<file path="src/rtl/rib_bus_pkg.sv">
// ----------------------------------------------------------------------
// rib bus package: bus widths, signal types and port counts
// ----------------------------------------------------------------------

package rib_bus_pkg;

    // bus field widths
    localparam int ADDR_W = 32;
    localparam int DATA_W = 32;
    localparam int SEL_W  = 4;

    // number of ports on the interconnect
    localparam int MASTER_NUM = 3;
    localparam int SLAVE_NUM  = 2;

    // full bus address as driven by a master
    typedef logic [ADDR_W-1:0] rib_addr_t;

    // read and write data word
    typedef logic [DATA_W-1:0] rib_data_t;

    // one enable per byte lane
    typedef logic [SEL_W-1:0] rib_sel_t;

    // one bit per master, bit 0 is master 0
    typedef logic [MASTER_NUM-1:0] rib_mst_vec_t;

endpackage

</file>
<file path="src/rtl/rib_map_pkg.sv">
// ----------------------------------------------------------------------
// rib address map: slave index field, offset field and slave bases
// ----------------------------------------------------------------------

package rib_map_pkg;

    // top nibble of the address picks the slave
    localparam int SLV_IDX_MSB = 31;
    localparam int SLV_IDX_LSB = 28;
    localparam int SLV_IDX_W   = SLV_IDX_MSB - SLV_IDX_LSB + 1;

    // what is left is the offset seen by the slave
    localparam int OFFSET_W = SLV_IDX_LSB;

    // slave index as carried in the address
    typedef logic [SLV_IDX_W-1:0] rib_slv_idx_t;

    // address inside one slave
    typedef logic [OFFSET_W-1:0] rib_offset_t;

    // one bit per slave, bit 0 is slave 0
    typedef logic [rib_bus_pkg::SLAVE_NUM-1:0] rib_slv_vec_t;

    // base address of each slave window
    // only the index field of a base is compared by the decoder
    localparam rib_bus_pkg::rib_addr_t SLV_BASE [rib_bus_pkg::SLAVE_NUM] = '{
        32'h0000_0000,
        32'h1000_0000
    };

    // indices 2 to 15 are unmapped and select no slave

endpackage

</file>
<file path="src/rtl/rib_bus_if.sv">
// ----------------------------------------------------------------------
// rib channel: request and response handshake between two bus ports
// ----------------------------------------------------------------------

`timescale 1ns/1ps

interface rib_bus_if;

    import rib_bus_pkg::*;

    // request side, driven by whoever issues the transfer
    rib_addr_t addr;
    rib_data_t wdata;
    rib_sel_t  sel;
    logic      we;
    logic      req_vld;
    logic      rsp_rdy;

    // response side, driven by whoever serves the transfer
    logic      req_rdy;
    logic      rsp_vld;
    rib_data_t rdata;

    // request issuer
    modport master (
        output addr,
        output wdata,
        output sel,
        output we,
        output req_vld,
        output rsp_rdy,
        input  req_rdy,
        input  rsp_vld,
        input  rdata
    );

    // request server
    modport slave (
        input  addr,
        input  wdata,
        input  sel,
        input  we,
        input  req_vld,
        input  rsp_rdy,
        output req_rdy,
        output rsp_vld,
        output rdata
    );

endinterface

</file>
<file path="src/rtl/rib_arbiter.sv">
// ----------------------------------------------------------------------
// rib arbiter: fixed-priority grant, master mux and response return
// ----------------------------------------------------------------------

`timescale 1ns/1ps

module rib_arbiter (
    input logic       clk,
    input logic       rst_i,
    rib_bus_if.slave  m_bus_i [rib_bus_pkg::MASTER_NUM],
    rib_bus_if.master shared_bus_o
);

    import rib_bus_pkg::*;

    rib_mst_vec_t req;
    rib_mst_vec_t grant;
    rib_mst_vec_t m_we;
    rib_mst_vec_t m_rsp_rdy;
    rib_addr_t    m_addr  [MASTER_NUM];
    rib_data_t    m_wdata [MASTER_NUM];
    rib_sel_t     m_sel   [MASTER_NUM];

    rib_addr_t    mux_addr;
    rib_data_t    mux_wdata;
    rib_sel_t     mux_sel;
    logic         mux_we;
    logic         mux_req_vld;
    logic         mux_rsp_rdy;

    genvar k;

    // master channels as flat vectors for the mux
    for (k = 0; k < MASTER_NUM; k++) begin : g_mst
        assign req[k]       = m_bus_i[k].req_vld;
        assign m_we[k]      = m_bus_i[k].we;
        assign m_rsp_rdy[k] = m_bus_i[k].rsp_rdy;
        assign m_addr[k]    = m_bus_i[k].addr;
        assign m_wdata[k]   = m_bus_i[k].wdata;
        assign m_sel[k]     = m_bus_i[k].sel;

        // only the granted master sees the slave side
        assign m_bus_i[k].req_rdy = grant[k] & shared_bus_o.req_rdy;
        assign m_bus_i[k].rsp_vld = grant[k] & shared_bus_o.rsp_vld;
        assign m_bus_i[k].rdata   = {DATA_W{grant[k]}} & shared_bus_o.rdata;
    end

    // the lowest set request bit wins
    assign grant = req & (~req + 1'b1);

    // and-or mux of the granted request
    always_comb begin
        mux_addr    = '0;
        mux_wdata   = '0;
        mux_sel     = '0;
        mux_we      = 1'b0;
        mux_req_vld = 1'b0;
        mux_rsp_rdy = 1'b0;
        for (int i = 0; i < MASTER_NUM; i++) begin
            mux_addr    = mux_addr    | ({ADDR_W{grant[i]}} & m_addr[i]);
            mux_wdata   = mux_wdata   | ({DATA_W{grant[i]}} & m_wdata[i]);
            mux_sel     = mux_sel     | ({SEL_W{grant[i]}} & m_sel[i]);
            mux_we      = mux_we      | (grant[i] & m_we[i]);
            mux_req_vld = mux_req_vld | (grant[i] & req[i]);
            mux_rsp_rdy = mux_rsp_rdy | (grant[i] & m_rsp_rdy[i]);
        end
    end

    assign shared_bus_o.addr    = mux_addr;
    assign shared_bus_o.wdata   = mux_wdata;
    assign shared_bus_o.sel     = mux_sel;
    assign shared_bus_o.we      = mux_we;
    assign shared_bus_o.req_vld = mux_req_vld;
    assign shared_bus_o.rsp_rdy = mux_rsp_rdy;

    // at most one owner and always one when a master asks
    a_grant_onehot: assert property (
        @(posedge clk) disable iff (rst_i)
        $onehot0(grant) && ((|req) == (|grant))
    );

endmodule

</file>
<file path="src/rtl/rib_decoder.sv">
// ----------------------------------------------------------------------
// rib decoder: slave select, offset stripping, fan-out and response mux
// ----------------------------------------------------------------------

`timescale 1ns/1ps

module rib_decoder (
    input logic       clk,
    input logic       rst_i,
    rib_bus_if.slave  shared_bus_i,
    rib_bus_if.master s_bus_o [rib_bus_pkg::SLAVE_NUM]
);

    import rib_bus_pkg::*;
    import rib_map_pkg::*;

    rib_slv_idx_t idx;
    rib_offset_t  offset;
    rib_addr_t    strip_addr;
    rib_slv_vec_t slv_sel;

    rib_slv_vec_t s_req_rdy;
    rib_slv_vec_t s_rsp_vld;
    rib_data_t    s_rdata [SLAVE_NUM];

    // observed slave outputs, for the checks below
    rib_slv_vec_t s_req_vld_obs;
    rib_slv_vec_t s_idx_nz;

    rib_data_t    mux_rdata;
    logic         mux_req_rdy;
    logic         mux_rsp_vld;

    genvar n;

    assign idx    = shared_bus_i.addr[SLV_IDX_MSB:SLV_IDX_LSB];
    assign offset = shared_bus_i.addr[SLV_IDX_LSB-1:0];

    // slave sees its own offset only
    assign strip_addr = {{SLV_IDX_W{1'b0}}, offset};

    for (n = 0; n < SLAVE_NUM; n++) begin : g_slv
        // unmapped indices leave every select bit low
        assign slv_sel[n] = (idx == SLV_BASE[n][SLV_IDX_MSB:SLV_IDX_LSB]);

        // unselected slaves get all zeros
        assign s_bus_o[n].addr    = {ADDR_W{slv_sel[n]}} & strip_addr;
        assign s_bus_o[n].wdata   = {DATA_W{slv_sel[n]}} & shared_bus_i.wdata;
        assign s_bus_o[n].sel     = {SEL_W{slv_sel[n]}} & shared_bus_i.sel;
        assign s_bus_o[n].we      = slv_sel[n] & shared_bus_i.we;
        assign s_bus_o[n].req_vld = slv_sel[n] & shared_bus_i.req_vld;
        assign s_bus_o[n].rsp_rdy = slv_sel[n] & shared_bus_i.rsp_rdy;

        assign s_req_rdy[n] = s_bus_o[n].req_rdy;
        assign s_rsp_vld[n] = s_bus_o[n].rsp_vld;
        assign s_rdata[n]   = s_bus_o[n].rdata;

        assign s_req_vld_obs[n] = s_bus_o[n].req_vld;
        assign s_idx_nz[n]      = |s_bus_o[n].addr[SLV_IDX_MSB:SLV_IDX_LSB];
    end

    // pick the selected slave's response
    always_comb begin
        mux_rdata   = '0;
        mux_req_rdy = 1'b0;
        mux_rsp_vld = 1'b0;
        for (int i = 0; i < SLAVE_NUM; i++) begin
            mux_rdata   = mux_rdata   | ({DATA_W{slv_sel[i]}} & s_rdata[i]);
            mux_req_rdy = mux_req_rdy | (slv_sel[i] & s_req_rdy[i]);
            mux_rsp_vld = mux_rsp_vld | (slv_sel[i] & s_rsp_vld[i]);
        end
    end

    assign shared_bus_i.rdata   = mux_rdata;
    assign shared_bus_i.req_rdy = mux_req_rdy;
    assign shared_bus_i.rsp_vld = mux_rsp_vld;

    // two slaves must never see the same transfer
    a_one_slave: assert property (
        @(posedge clk) disable iff (rst_i)
        $onehot0(s_req_vld_obs)
    );

    // base bits never leak past the decoder
    a_offset_only: assert property (
        @(posedge clk) disable iff (rst_i)
        s_idx_nz == '0
    );

endmodule

</file>
<file path="src/rtl/rib_top.sv">
// ----------------------------------------------------------------------
// rib interconnect top: three masters, two slaves, combinational paths
// ----------------------------------------------------------------------

`timescale 1ns/1ps

module rib_top (
    input  logic                   clk,
    input  logic                   rst_i,

    // master 0
    input  rib_bus_pkg::rib_addr_t m0_addr_i,
    input  rib_bus_pkg::rib_data_t m0_data_i,
    input  rib_bus_pkg::rib_sel_t  m0_sel_i,
    input  logic                   m0_we_i,
    input  logic                   m0_req_vld_i,
    input  logic                   m0_rsp_rdy_i,
    output logic                   m0_req_rdy_o,
    output logic                   m0_rsp_vld_o,
    output rib_bus_pkg::rib_data_t m0_data_o,

    // master 1
    input  rib_bus_pkg::rib_addr_t m1_addr_i,
    input  rib_bus_pkg::rib_data_t m1_data_i,
    input  rib_bus_pkg::rib_sel_t  m1_sel_i,
    input  logic                   m1_we_i,
    input  logic                   m1_req_vld_i,
    input  logic                   m1_rsp_rdy_i,
    output logic                   m1_req_rdy_o,
    output logic                   m1_rsp_vld_o,
    output rib_bus_pkg::rib_data_t m1_data_o,

    // master 2
    input  rib_bus_pkg::rib_addr_t m2_addr_i,
    input  rib_bus_pkg::rib_data_t m2_data_i,
    input  rib_bus_pkg::rib_sel_t  m2_sel_i,
    input  logic                   m2_we_i,
    input  logic                   m2_req_vld_i,
    input  logic                   m2_rsp_rdy_i,
    output logic                   m2_req_rdy_o,
    output logic                   m2_rsp_vld_o,
    output rib_bus_pkg::rib_data_t m2_data_o,

    // slave 0
    output rib_bus_pkg::rib_addr_t s0_addr_o,
    output rib_bus_pkg::rib_data_t s0_data_o,
    output rib_bus_pkg::rib_sel_t  s0_sel_o,
    output logic                   s0_we_o,
    output logic                   s0_req_vld_o,
    output logic                   s0_rsp_rdy_o,
    input  rib_bus_pkg::rib_data_t s0_data_i,
    input  logic                   s0_req_rdy_i,
    input  logic                   s0_rsp_vld_i,

    // slave 1
    output rib_bus_pkg::rib_addr_t s1_addr_o,
    output rib_bus_pkg::rib_data_t s1_data_o,
    output rib_bus_pkg::rib_sel_t  s1_sel_o,
    output logic                   s1_we_o,
    output logic                   s1_req_vld_o,
    output logic                   s1_rsp_rdy_o,
    input  rib_bus_pkg::rib_data_t s1_data_i,
    input  logic                   s1_req_rdy_i,
    input  logic                   s1_rsp_vld_i
);

    import rib_bus_pkg::*;

    rib_bus_if m_bus [MASTER_NUM] ();
    rib_bus_if shared_bus ();
    rib_bus_if s_bus [SLAVE_NUM] ();

    // master ports onto the master channels
    assign m_bus[0].addr    = m0_addr_i;
    assign m_bus[0].wdata   = m0_data_i;
    assign m_bus[0].sel     = m0_sel_i;
    assign m_bus[0].we      = m0_we_i;
    assign m_bus[0].req_vld = m0_req_vld_i;
    assign m_bus[0].rsp_rdy = m0_rsp_rdy_i;
    assign m0_req_rdy_o     = m_bus[0].req_rdy;
    assign m0_rsp_vld_o     = m_bus[0].rsp_vld;
    assign m0_data_o        = m_bus[0].rdata;

    assign m_bus[1].addr    = m1_addr_i;
    assign m_bus[1].wdata   = m1_data_i;
    assign m_bus[1].sel     = m1_sel_i;
    assign m_bus[1].we      = m1_we_i;
    assign m_bus[1].req_vld = m1_req_vld_i;
    assign m_bus[1].rsp_rdy = m1_rsp_rdy_i;
    assign m1_req_rdy_o     = m_bus[1].req_rdy;
    assign m1_rsp_vld_o     = m_bus[1].rsp_vld;
    assign m1_data_o        = m_bus[1].rdata;

    assign m_bus[2].addr    = m2_addr_i;
    assign m_bus[2].wdata   = m2_data_i;
    assign m_bus[2].sel     = m2_sel_i;
    assign m_bus[2].we      = m2_we_i;
    assign m_bus[2].req_vld = m2_req_vld_i;
    assign m_bus[2].rsp_rdy = m2_rsp_rdy_i;
    assign m2_req_rdy_o     = m_bus[2].req_rdy;
    assign m2_rsp_vld_o     = m_bus[2].rsp_vld;
    assign m2_data_o        = m_bus[2].rdata;

    // slave channels out to the slave ports
    assign s0_addr_o        = s_bus[0].addr;
    assign s0_data_o        = s_bus[0].wdata;
    assign s0_sel_o         = s_bus[0].sel;
    assign s0_we_o          = s_bus[0].we;
    assign s0_req_vld_o     = s_bus[0].req_vld;
    assign s0_rsp_rdy_o     = s_bus[0].rsp_rdy;
    assign s_bus[0].rdata   = s0_data_i;
    assign s_bus[0].req_rdy = s0_req_rdy_i;
    assign s_bus[0].rsp_vld = s0_rsp_vld_i;

    assign s1_addr_o        = s_bus[1].addr;
    assign s1_data_o        = s_bus[1].wdata;
    assign s1_sel_o         = s_bus[1].sel;
    assign s1_we_o          = s_bus[1].we;
    assign s1_req_vld_o     = s_bus[1].req_vld;
    assign s1_rsp_rdy_o     = s_bus[1].rsp_rdy;
    assign s_bus[1].rdata   = s1_data_i;
    assign s_bus[1].req_rdy = s1_req_rdy_i;
    assign s_bus[1].rsp_vld = s1_rsp_vld_i;

    rib_arbiter u_arbiter (
        .clk          (clk),
        .rst_i        (rst_i),
        .m_bus_i      (m_bus),
        .shared_bus_o (shared_bus)
    );

    rib_decoder u_decoder (
        .clk          (clk),
        .rst_i        (rst_i),
        .shared_bus_i (shared_bus),
        .s_bus_o      (s_bus)
    );

endmodule

</file>
<file path="config.mk">
export PLATFORM = sky130hd
export DESIGN_NAME = rib_top
export DESIGN_NICKNAME = d
export VERILOG_FILES = /design/src/rtl/rib_bus_pkg.sv /design/src/rtl/rib_map_pkg.sv /design/src/rtl/rib_bus_if.sv /design/src/rtl/rib_arbiter.sv /design/src/rtl/rib_decoder.sv /design/src/rtl/rib_top.sv
export SDC_FILE = /design/constraint.sdc
export NUM_CORES = 1
export LEC_CHECK = 0
export ABC_AREA = 1
export ABC_CLOCK_PERIOD_IN_PS = 1700
export BUFFER_PORTS_ARGS = -buffer_cell sky130_fd_sc_hd__buf_4
export CORE_AREA = 5 5 201 203
export DETAILED_ROUTE_END_ITERATION = 8
export DIE_AREA = 0 0 206 208
export PLACE_DENSITY = 0.42
export SYNTH_ARGS = -nofsm -noshare
export SYNTH_HDL_FRONTEND = slang
export SYNTH_SLANG_ARGS = --single-unit
export TNS_END_PERCENT = 50
</file>
<file path="constraint.sdc">
create_clock -name vclk -period 1.7
set_input_delay 0.17 -clock vclk [all_inputs]
set_output_delay 0.17 -clock vclk [all_outputs]
set_load 0.02 [all_outputs]
</file>
==> qor.yml, run 1 <==
setup_path:
  crit_path_cell_trace: "buf_12 > nor2_4 > nand2_2 > nand2_2 > nor2_4 > nor2_4 > buf_12 > inv_2 > buf_12 > buf_4 > nor2_1 > buf_4"
  crit_family: "buffers and inverters"
  endpoint: "s1_data_o[26]"
  critPathLaunch: "m0_req_vld_i"
  startpoint_type: "input port"
  crit_type: "in -> out"
  critPathSlowestCell: "buf_4"
  setup.worst_path.end_class: "primary output"
  slowest_delay_ps: 170
  path_depth: 12
  cp_max_fo: 18
  crit_buf_inv: 6
  required_ps: 1530
  cp.arrival_ps: 1590
die:
  coreArea_sq_um: 38300
  die_h_um: 208
  start_util_pct: 6.99
  row_count: 72
  ios: 527
  die_area_sq_um: 42800
  die_width_um: 206
yosys:
  synth_area_leaders: "a21oi_1 (32%), a22o_1 (22%), nor2_1 (19%)"
  syn_inst: 529
  synth_common_cells: "a21oi_1 (169), nor2_1 (137), nand2_1 (79)"
  seq_area_frac_synth_pct: 0
  synth.avg_cell_area_sq_um: 5.06
  netlist_area_sq_um: 2680
  synth.most_common_cell: "a21oi_1"
  yosysUniqueCellTypes: 18
  synth.largest_area_cell: "a21oi_1"
  yosysWarnings: 0
  synth_top_area_share_pct: 31.6
final_layout:
  seq_area_sq_um: 0
  seq_cell_count: 0
  num_antenna_cells: 0
  finalNetCount: 1374
  drive_gt1_share_pct: 71.5
  n_clock_buffer: 0
  fillerInstances: 4316
  area_delta_synth_final_pct: 231
  multi_input_area_sq_um: 3050
  final-instance-count-excl-fill: 1607
  fin_util_pct: 23.2
timing:
  tightest_slew_ps: 634
  rsz0062_at_grt: "true"
  finalHoldViolCount: 0
  fin_crit_ps: 1760
  period_share_pct: 104
  final_max_slew_viol_count: 0
  fmax_mhz: 567
  max_slew_margin_pct: 57.7
  finalSetupViolations: 68
  fin_ws_ps: -63.3
global_routing:
  grt_pass1_wl_mm: 37.6
  grt-ovfl-total: 0
  grt_use_total_pct: 11.2
  grt_pass1_vias: 6163
  grt_max_degree: 35
  antenna_found_initial: 0
drt:
  antenna_left: 0
  first_pass_iters: 4
  via_per_inst: 3.86
  vias: 6202
  route.detailed.drc: 0
  drt_first_iter_violations: 275
  wl_per_cell_um: 18.2
  finalWirelength_mm: 29.2
placement:
  gp_congestion: 0.830
  io_buffers: 517
  placed_cells: 1596
  dp_hpwl_mm: 23.1
pwr:
  powerDensity_nw_per_um2: 293
  switching_power_w: 0.00132
  combinationalPowerShare_pct: 100.0
  p_leak_nw: 4.21
  internal_power_w: 0.00127
  seqPwrFrac_pct: 0
  worst_ir_drop_vdd_mv: 0.0988
  clkPwrFrac_pct: 0
  sw_frac_of_total_pct: 51.0
worst_hold_path:
  hold_class: "in -> out"
outcome:
  violations: "negative setup slack"
  run_status: "finished with violations"
clock_network:
  cts_hold_buf: 0
run:
  max_cap_violations: 0
[layer usage]
layer  wire length [um]  GRT usage [%]  vias up
met5                  0              0        -
met4                569           1.40        0
met3               2740           2.57       28
met2              15000           21.0      338
met1              10900           13.1     2889
li1                   -              -     2947
[power groups by stage]
stage | clock network (W) | registers, W | logic (W)
6_report | 0 | 0 | 0.00260
2_1_floorplan | 0 | 0 | 0.000959
3_5_place_dp | 0 | 0 | 0.00226
4_1_cts | 0 | 0 | 0.00232
5_1_grt | 0 | 0 | 0.00276
3_3_place_gp | 0 | 0 | 0.00226
[repair_timing]
action	in CTS	in global routing
cloned	1	4
buffers inserted	1	5
setup endpoints to repair	174	231
pin swaps	9	39
resized for setup	41	224
[cells by family after synthesis]
logic type	Yosys count	synth area share, %
AOI/OAI and AO/OA	235	53.2
and+or+nand+nor	224	32.8
buffers and inverters	69	13.8
other	1	0.140
[through the flow]
step           power, W  setup TNS [ps]  hold WS [ps]  setup slack (ps)  area (sq um)
6_report        0.00260            -989           696             -63.3          8870
5_1_grt         0.00276          -14190           710              -130          8870
4_1_cts         0.00232           -1680           697             -96.2          7880
3_5_place_dp    0.00226           -7010           697              -278          7700
3_3_place_gp    0.00226           -8400           697              -326          7700
2_1_floorplan  0.000959            -333           545             -12.3          2700
[cell type report]
type,count,area share (%)
inverters,10,0.508
multi-input cells,467,34.4
well taps,518,7.31
repair buffers,612,57.8
[worst min-delay path by stage]
| stage | endpoint | slack [ps] | cells past startpoint | from |
|---|---|---|---|---|
| 2_1_floorplan | s0_req_vld_o | 550 | 2 | m2_req_vld_i |
| 3_3_place_gp | s1_data_o[17] | 700 | 4 | m2_data_i[17] |
| 3_5_place_dp | s1_data_o[0] | 700 | 4 | m2_data_i[0] |
| 4_1_cts | s0_data_o[8] | 700 | 4 | m2_data_i[8] |
| 5_1_grt | s0_data_o[10] | 710 | 4 | m2_data_i[10] |
| 6_report | s0_sel_o[3] | 700 | 4 | m2_sel_i[3] |
[cells in the final DEF, fill, tap and decap left out]
master and instances:
buf_8 6, inv_4 1, conb_1 8, inv_6 1, nor2_1 115, nor2_4 9
nor2_2 18, a21oi_1 90, a22o_1 66, bufbuf_16 1, nand2_1 27, buf_6 56
clkinv_1 1, inv_1 3, nand3_2 1, buf_4 530, inv_2 4, nand2_4 11
nand2_2 37, nand2_8 5, clkbuf_16 3, a21oi_4 9, nand3_4 1, a21oi_2 70
buf_12 16
No activity file was read; power rests on OpenSTA's default activity.
==> run 2: changes to the inputs <==
--- a/config.mk
+++ b/config.mk
@@ -8,10 +8,11 @@
 export ABC_AREA = 1
 export ABC_CLOCK_PERIOD_IN_PS = 1700
 export BUFFER_PORTS_ARGS = -buffer_cell sky130_fd_sc_hd__buf_4
-export CORE_AREA = 5 5 201 203
+export CORE_AREA = 2 2 204 206
 export DETAILED_ROUTE_END_ITERATION = 8
 export DIE_AREA = 0 0 206 208
-export PLACE_DENSITY = 0.42
+export PLACE_DENSITY = 0.41
+export SLEW_MARGIN = 10
 export SYNTH_ARGS = -nofsm -noshare
 export SYNTH_HDL_FRONTEND = slang
 export SYNTH_SLANG_ARGS = --single-unit
==> qor.yml, run 2 (synthesis gave the netlist of run 1 again) <==
outcome:
  run_status: "finished with violations"  # unchanged
  violations: "negative setup slack"  # unchanged
timing:
  rsz0062_at_grt: "true"  # unchanged
  final_max_slew_viol_count: 0  # unchanged
  finalHoldViolCount: 0  # unchanged
  fin_crit_ps: 1800  # was 1760 ps
  period_share_pct: 106  # was 104%
  max_slew_margin_pct: 52.3  # was 57.7%
  fmax_mhz: 555  # was 567 MHz
  finalSetupViolations: 208  # was 68
  tightest_slew_ps: 716  # was 634 ps
  fin_ws_ps: -103  # was -63.3 ps
global_routing:
  grt_use_total_pct: 12.5  # was 11.2%
  grt_max_degree: 35  # unchanged
  grt_pass1_wl_mm: 40.5  # was 37.6 mm
  grt-ovfl-total: 0  # unchanged
  grt_pass1_vias: 6503  # was 6163
  antenna_found_initial: 0  # unchanged
die:
  coreArea_sq_um: 40600  # was 38300 sq um
  ios: 527  # unchanged
  die_h_um: 208  # unchanged
  row_count: 74  # was 72
  die_width_um: 206  # unchanged
  start_util_pct: 6.60  # was 6.99%
  die_area_sq_um: 42800  # unchanged
setup_path:
  crit_family: "buffers and inverters"  # unchanged
  crit_type: "in -> out"  # unchanged
  slowest_delay_ps: 180  # was 170 ps
  startpoint_type: "input port"  # unchanged
  crit_buf_inv: 7  # was 6
  setup.worst_path.end_class: "primary output"  # unchanged
  critPathSlowestCell: "a21oi_2"  # was buf_4
  required_ps: 1530  # about the same
  cp_max_fo: 5  # was 18
  cp.arrival_ps: 1630  # was 1590 ps
  crit_path_cell_trace: "buf_8 > inv_6 > nor2_4 > buf_4 > nand2_4 > nand3_4 > nor2_4 > buf_12 > clkbuf_16 > buf_4 > nand2_2 > a21oi_2 > buf_6"  # was buf_12 > nor2_4 > nand2_2 > nand2_2 > nor2_4 > nor2_4 > buf_12 > inv_2 > buf_12 > buf_4 > nor2_1 > buf_4
  path_depth: 13  # was 12
pwr:
  powerDensity_nw_per_um2: 301  # was 293 nW/um^2
  seqPwrFrac_pct: 0  # about the same
  worst_ir_drop_vdd_mv: 0.119  # was 0.0988 mV
  sw_frac_of_total_pct: 51.3  # was 51.0%
  switching_power_w: 0.00150  # was 0.00132 W
  internal_power_w: 0.00143  # was 0.00127 W
  combinationalPowerShare_pct: 100.0  # about the same
  clkPwrFrac_pct: 0  # about the same
  p_leak_nw: 4.52  # was 4.21 nW
final_layout:
  n_clock_buffer: 0  # unchanged
  design_area_sq_um: 9720  # was 8870 sq um
  finalNetCount: 1381  # was 1374
  final-instance-count-excl-fill: 1628  # was 1607
  seq_area_sq_um: 0  # unchanged
  drive_gt1_share_pct: 77.2  # was 71.5%
  seq_cell_count: 0  # unchanged
  area_delta_synth_final_pct: 263  # was 231%
  num_antenna_cells: 0  # unchanged
  layout_common_cells: "buf_4 (496), nor2_1 (94), buf_6 (85), a21oi_2 (73), a21oi_1 (70)"  # was buf_4 (530), nor2_1 (115), a21oi_1 (90), a21oi_2 (70), a22o_1 (66)
  final_common_cell: "buf_4"  # unchanged
drt:
  first_pass_iters: 5  # was 4
  drt_first_iter_violations: 185  # was 275
  antenna_left: 0  # unchanged
  vias: 6291  # was 6202
  wl_per_cell_um: 19.2  # was 18.2 um
  finalWirelength_mm: 31.2  # was 29.2 mm
  route.detailed.drc: 0  # unchanged
  via_per_inst: 3.86  # about the same
placement:
  place_area_sq_um: 7650  # was 7700 sq um
  placed_cells: 1606  # was 1596
  io_buffers: 517  # unchanged
  dp_hpwl_mm: 23.6  # was 23.1 mm
  gp_congestion: 0.896  # was 0.830
worst_hold_path:
  hold_class: "in -> out"  # unchanged
  hold_end: "s1_data_o[13]"  # was s0_sel_o[3]
  min_path_cells: 4  # unchanged
  min_from: "m2_data_i[13]"  # was m2_sel_i[3]
run:
  max_cap_violations: 0  # unchanged
clock_network:
  cts_hold_buf: 0  # unchanged
[run 2: cell count changes in the layout (fill, tap and decap cells not counted), sizes merged]
cell    previous run  this run
clkbuf             3         7
buf              608       611
[run 2: metal layers]
layer / global-route usage, % / routed length (um) / part of all wire (%)
met3: 1.64 / 2300 / 7.3
met2: 24.7 / 16400 / 53
met5: 0 / 0 / 0
met1: 14.0 / 11900 / 38
met4: 2.07 / 593 / 1.9
[run 2: final cells by class]
class / instances / area, sq um
multi-input cells: 467 / 3510
fillers: 4470 / 30800
inverters: 10 / 63.8
well taps: 532 / 666
repair buffers: 619 / 5480
[run 2: tightest hold or removal path, delay by kind of cell]
kind / cells / cell delay [ps]
and+or+nand+nor: 1 / 70
buffers and inverters: 2 / 220
AOI/OAI and AO/OA: 1 / 60
[run 2: power by group through the flow]
| stage | logic, W | registers, W | clock network (W) |
|---|---|---|---|
| final | 0.00293 | 0 | 0 |
| after detailed placement | 0.00228 | 0 | 0 |
| after CTS | 0.00263 | 0 | 0 |
| after global routing | 0.00309 | 0 | 0 |
| after floorplan | 0.000959 | 0 | 0 |
| after global placement | 0.00229 | 0 | 0 |
[run 2: worst max path at each step]
| stage | start | to |
|---|---|---|
| 2_1_floorplan | m0_req_vld_i | m0_data_o[22] |
| 3_3_place_gp | m0_req_vld_i | s0_we_o |
| 3_5_place_dp | m0_req_vld_i | s1_data_o[28] |
| 4_1_cts | m1_req_vld_i | m2_data_o[12] |
| 5_1_grt | m0_req_vld_i | m0_data_o[19] |
| 6_report | m1_req_vld_i | m2_data_o[12] |
[run 2: timing repair]
| action | in CTS | in global routing |
|---|---|---|
| setup endpoints to repair | 231 | 226 |
| pin swaps | 48 | 44 |
| cloned | 7 | 8 |
| setup buffers | 7 | 4 |
| gates resized for setup | 231 | 194 |
[run 2: through the flow]
step / setup TNS (ps) / hold slack [ps] / utilization, % / setup WS (ps) / total power [W]
6_report: -8210 / 690 / 24.0 / -103 / 0.00293
5_1_grt: -25520 / 713 / 24.0 / -185 / 0.00309
3_5_place_dp: -43220 / 698 / 18.9 / -303 / 0.00228
2_1_floorplan: -333 / 545 / - / -12.3 / 0.000959
3_3_place_gp: -37290 / 697 / 18.9 / -298 / 0.00229
4_1_cts: -3410 / 693 / 21.5 / -84.2 / 0.00263
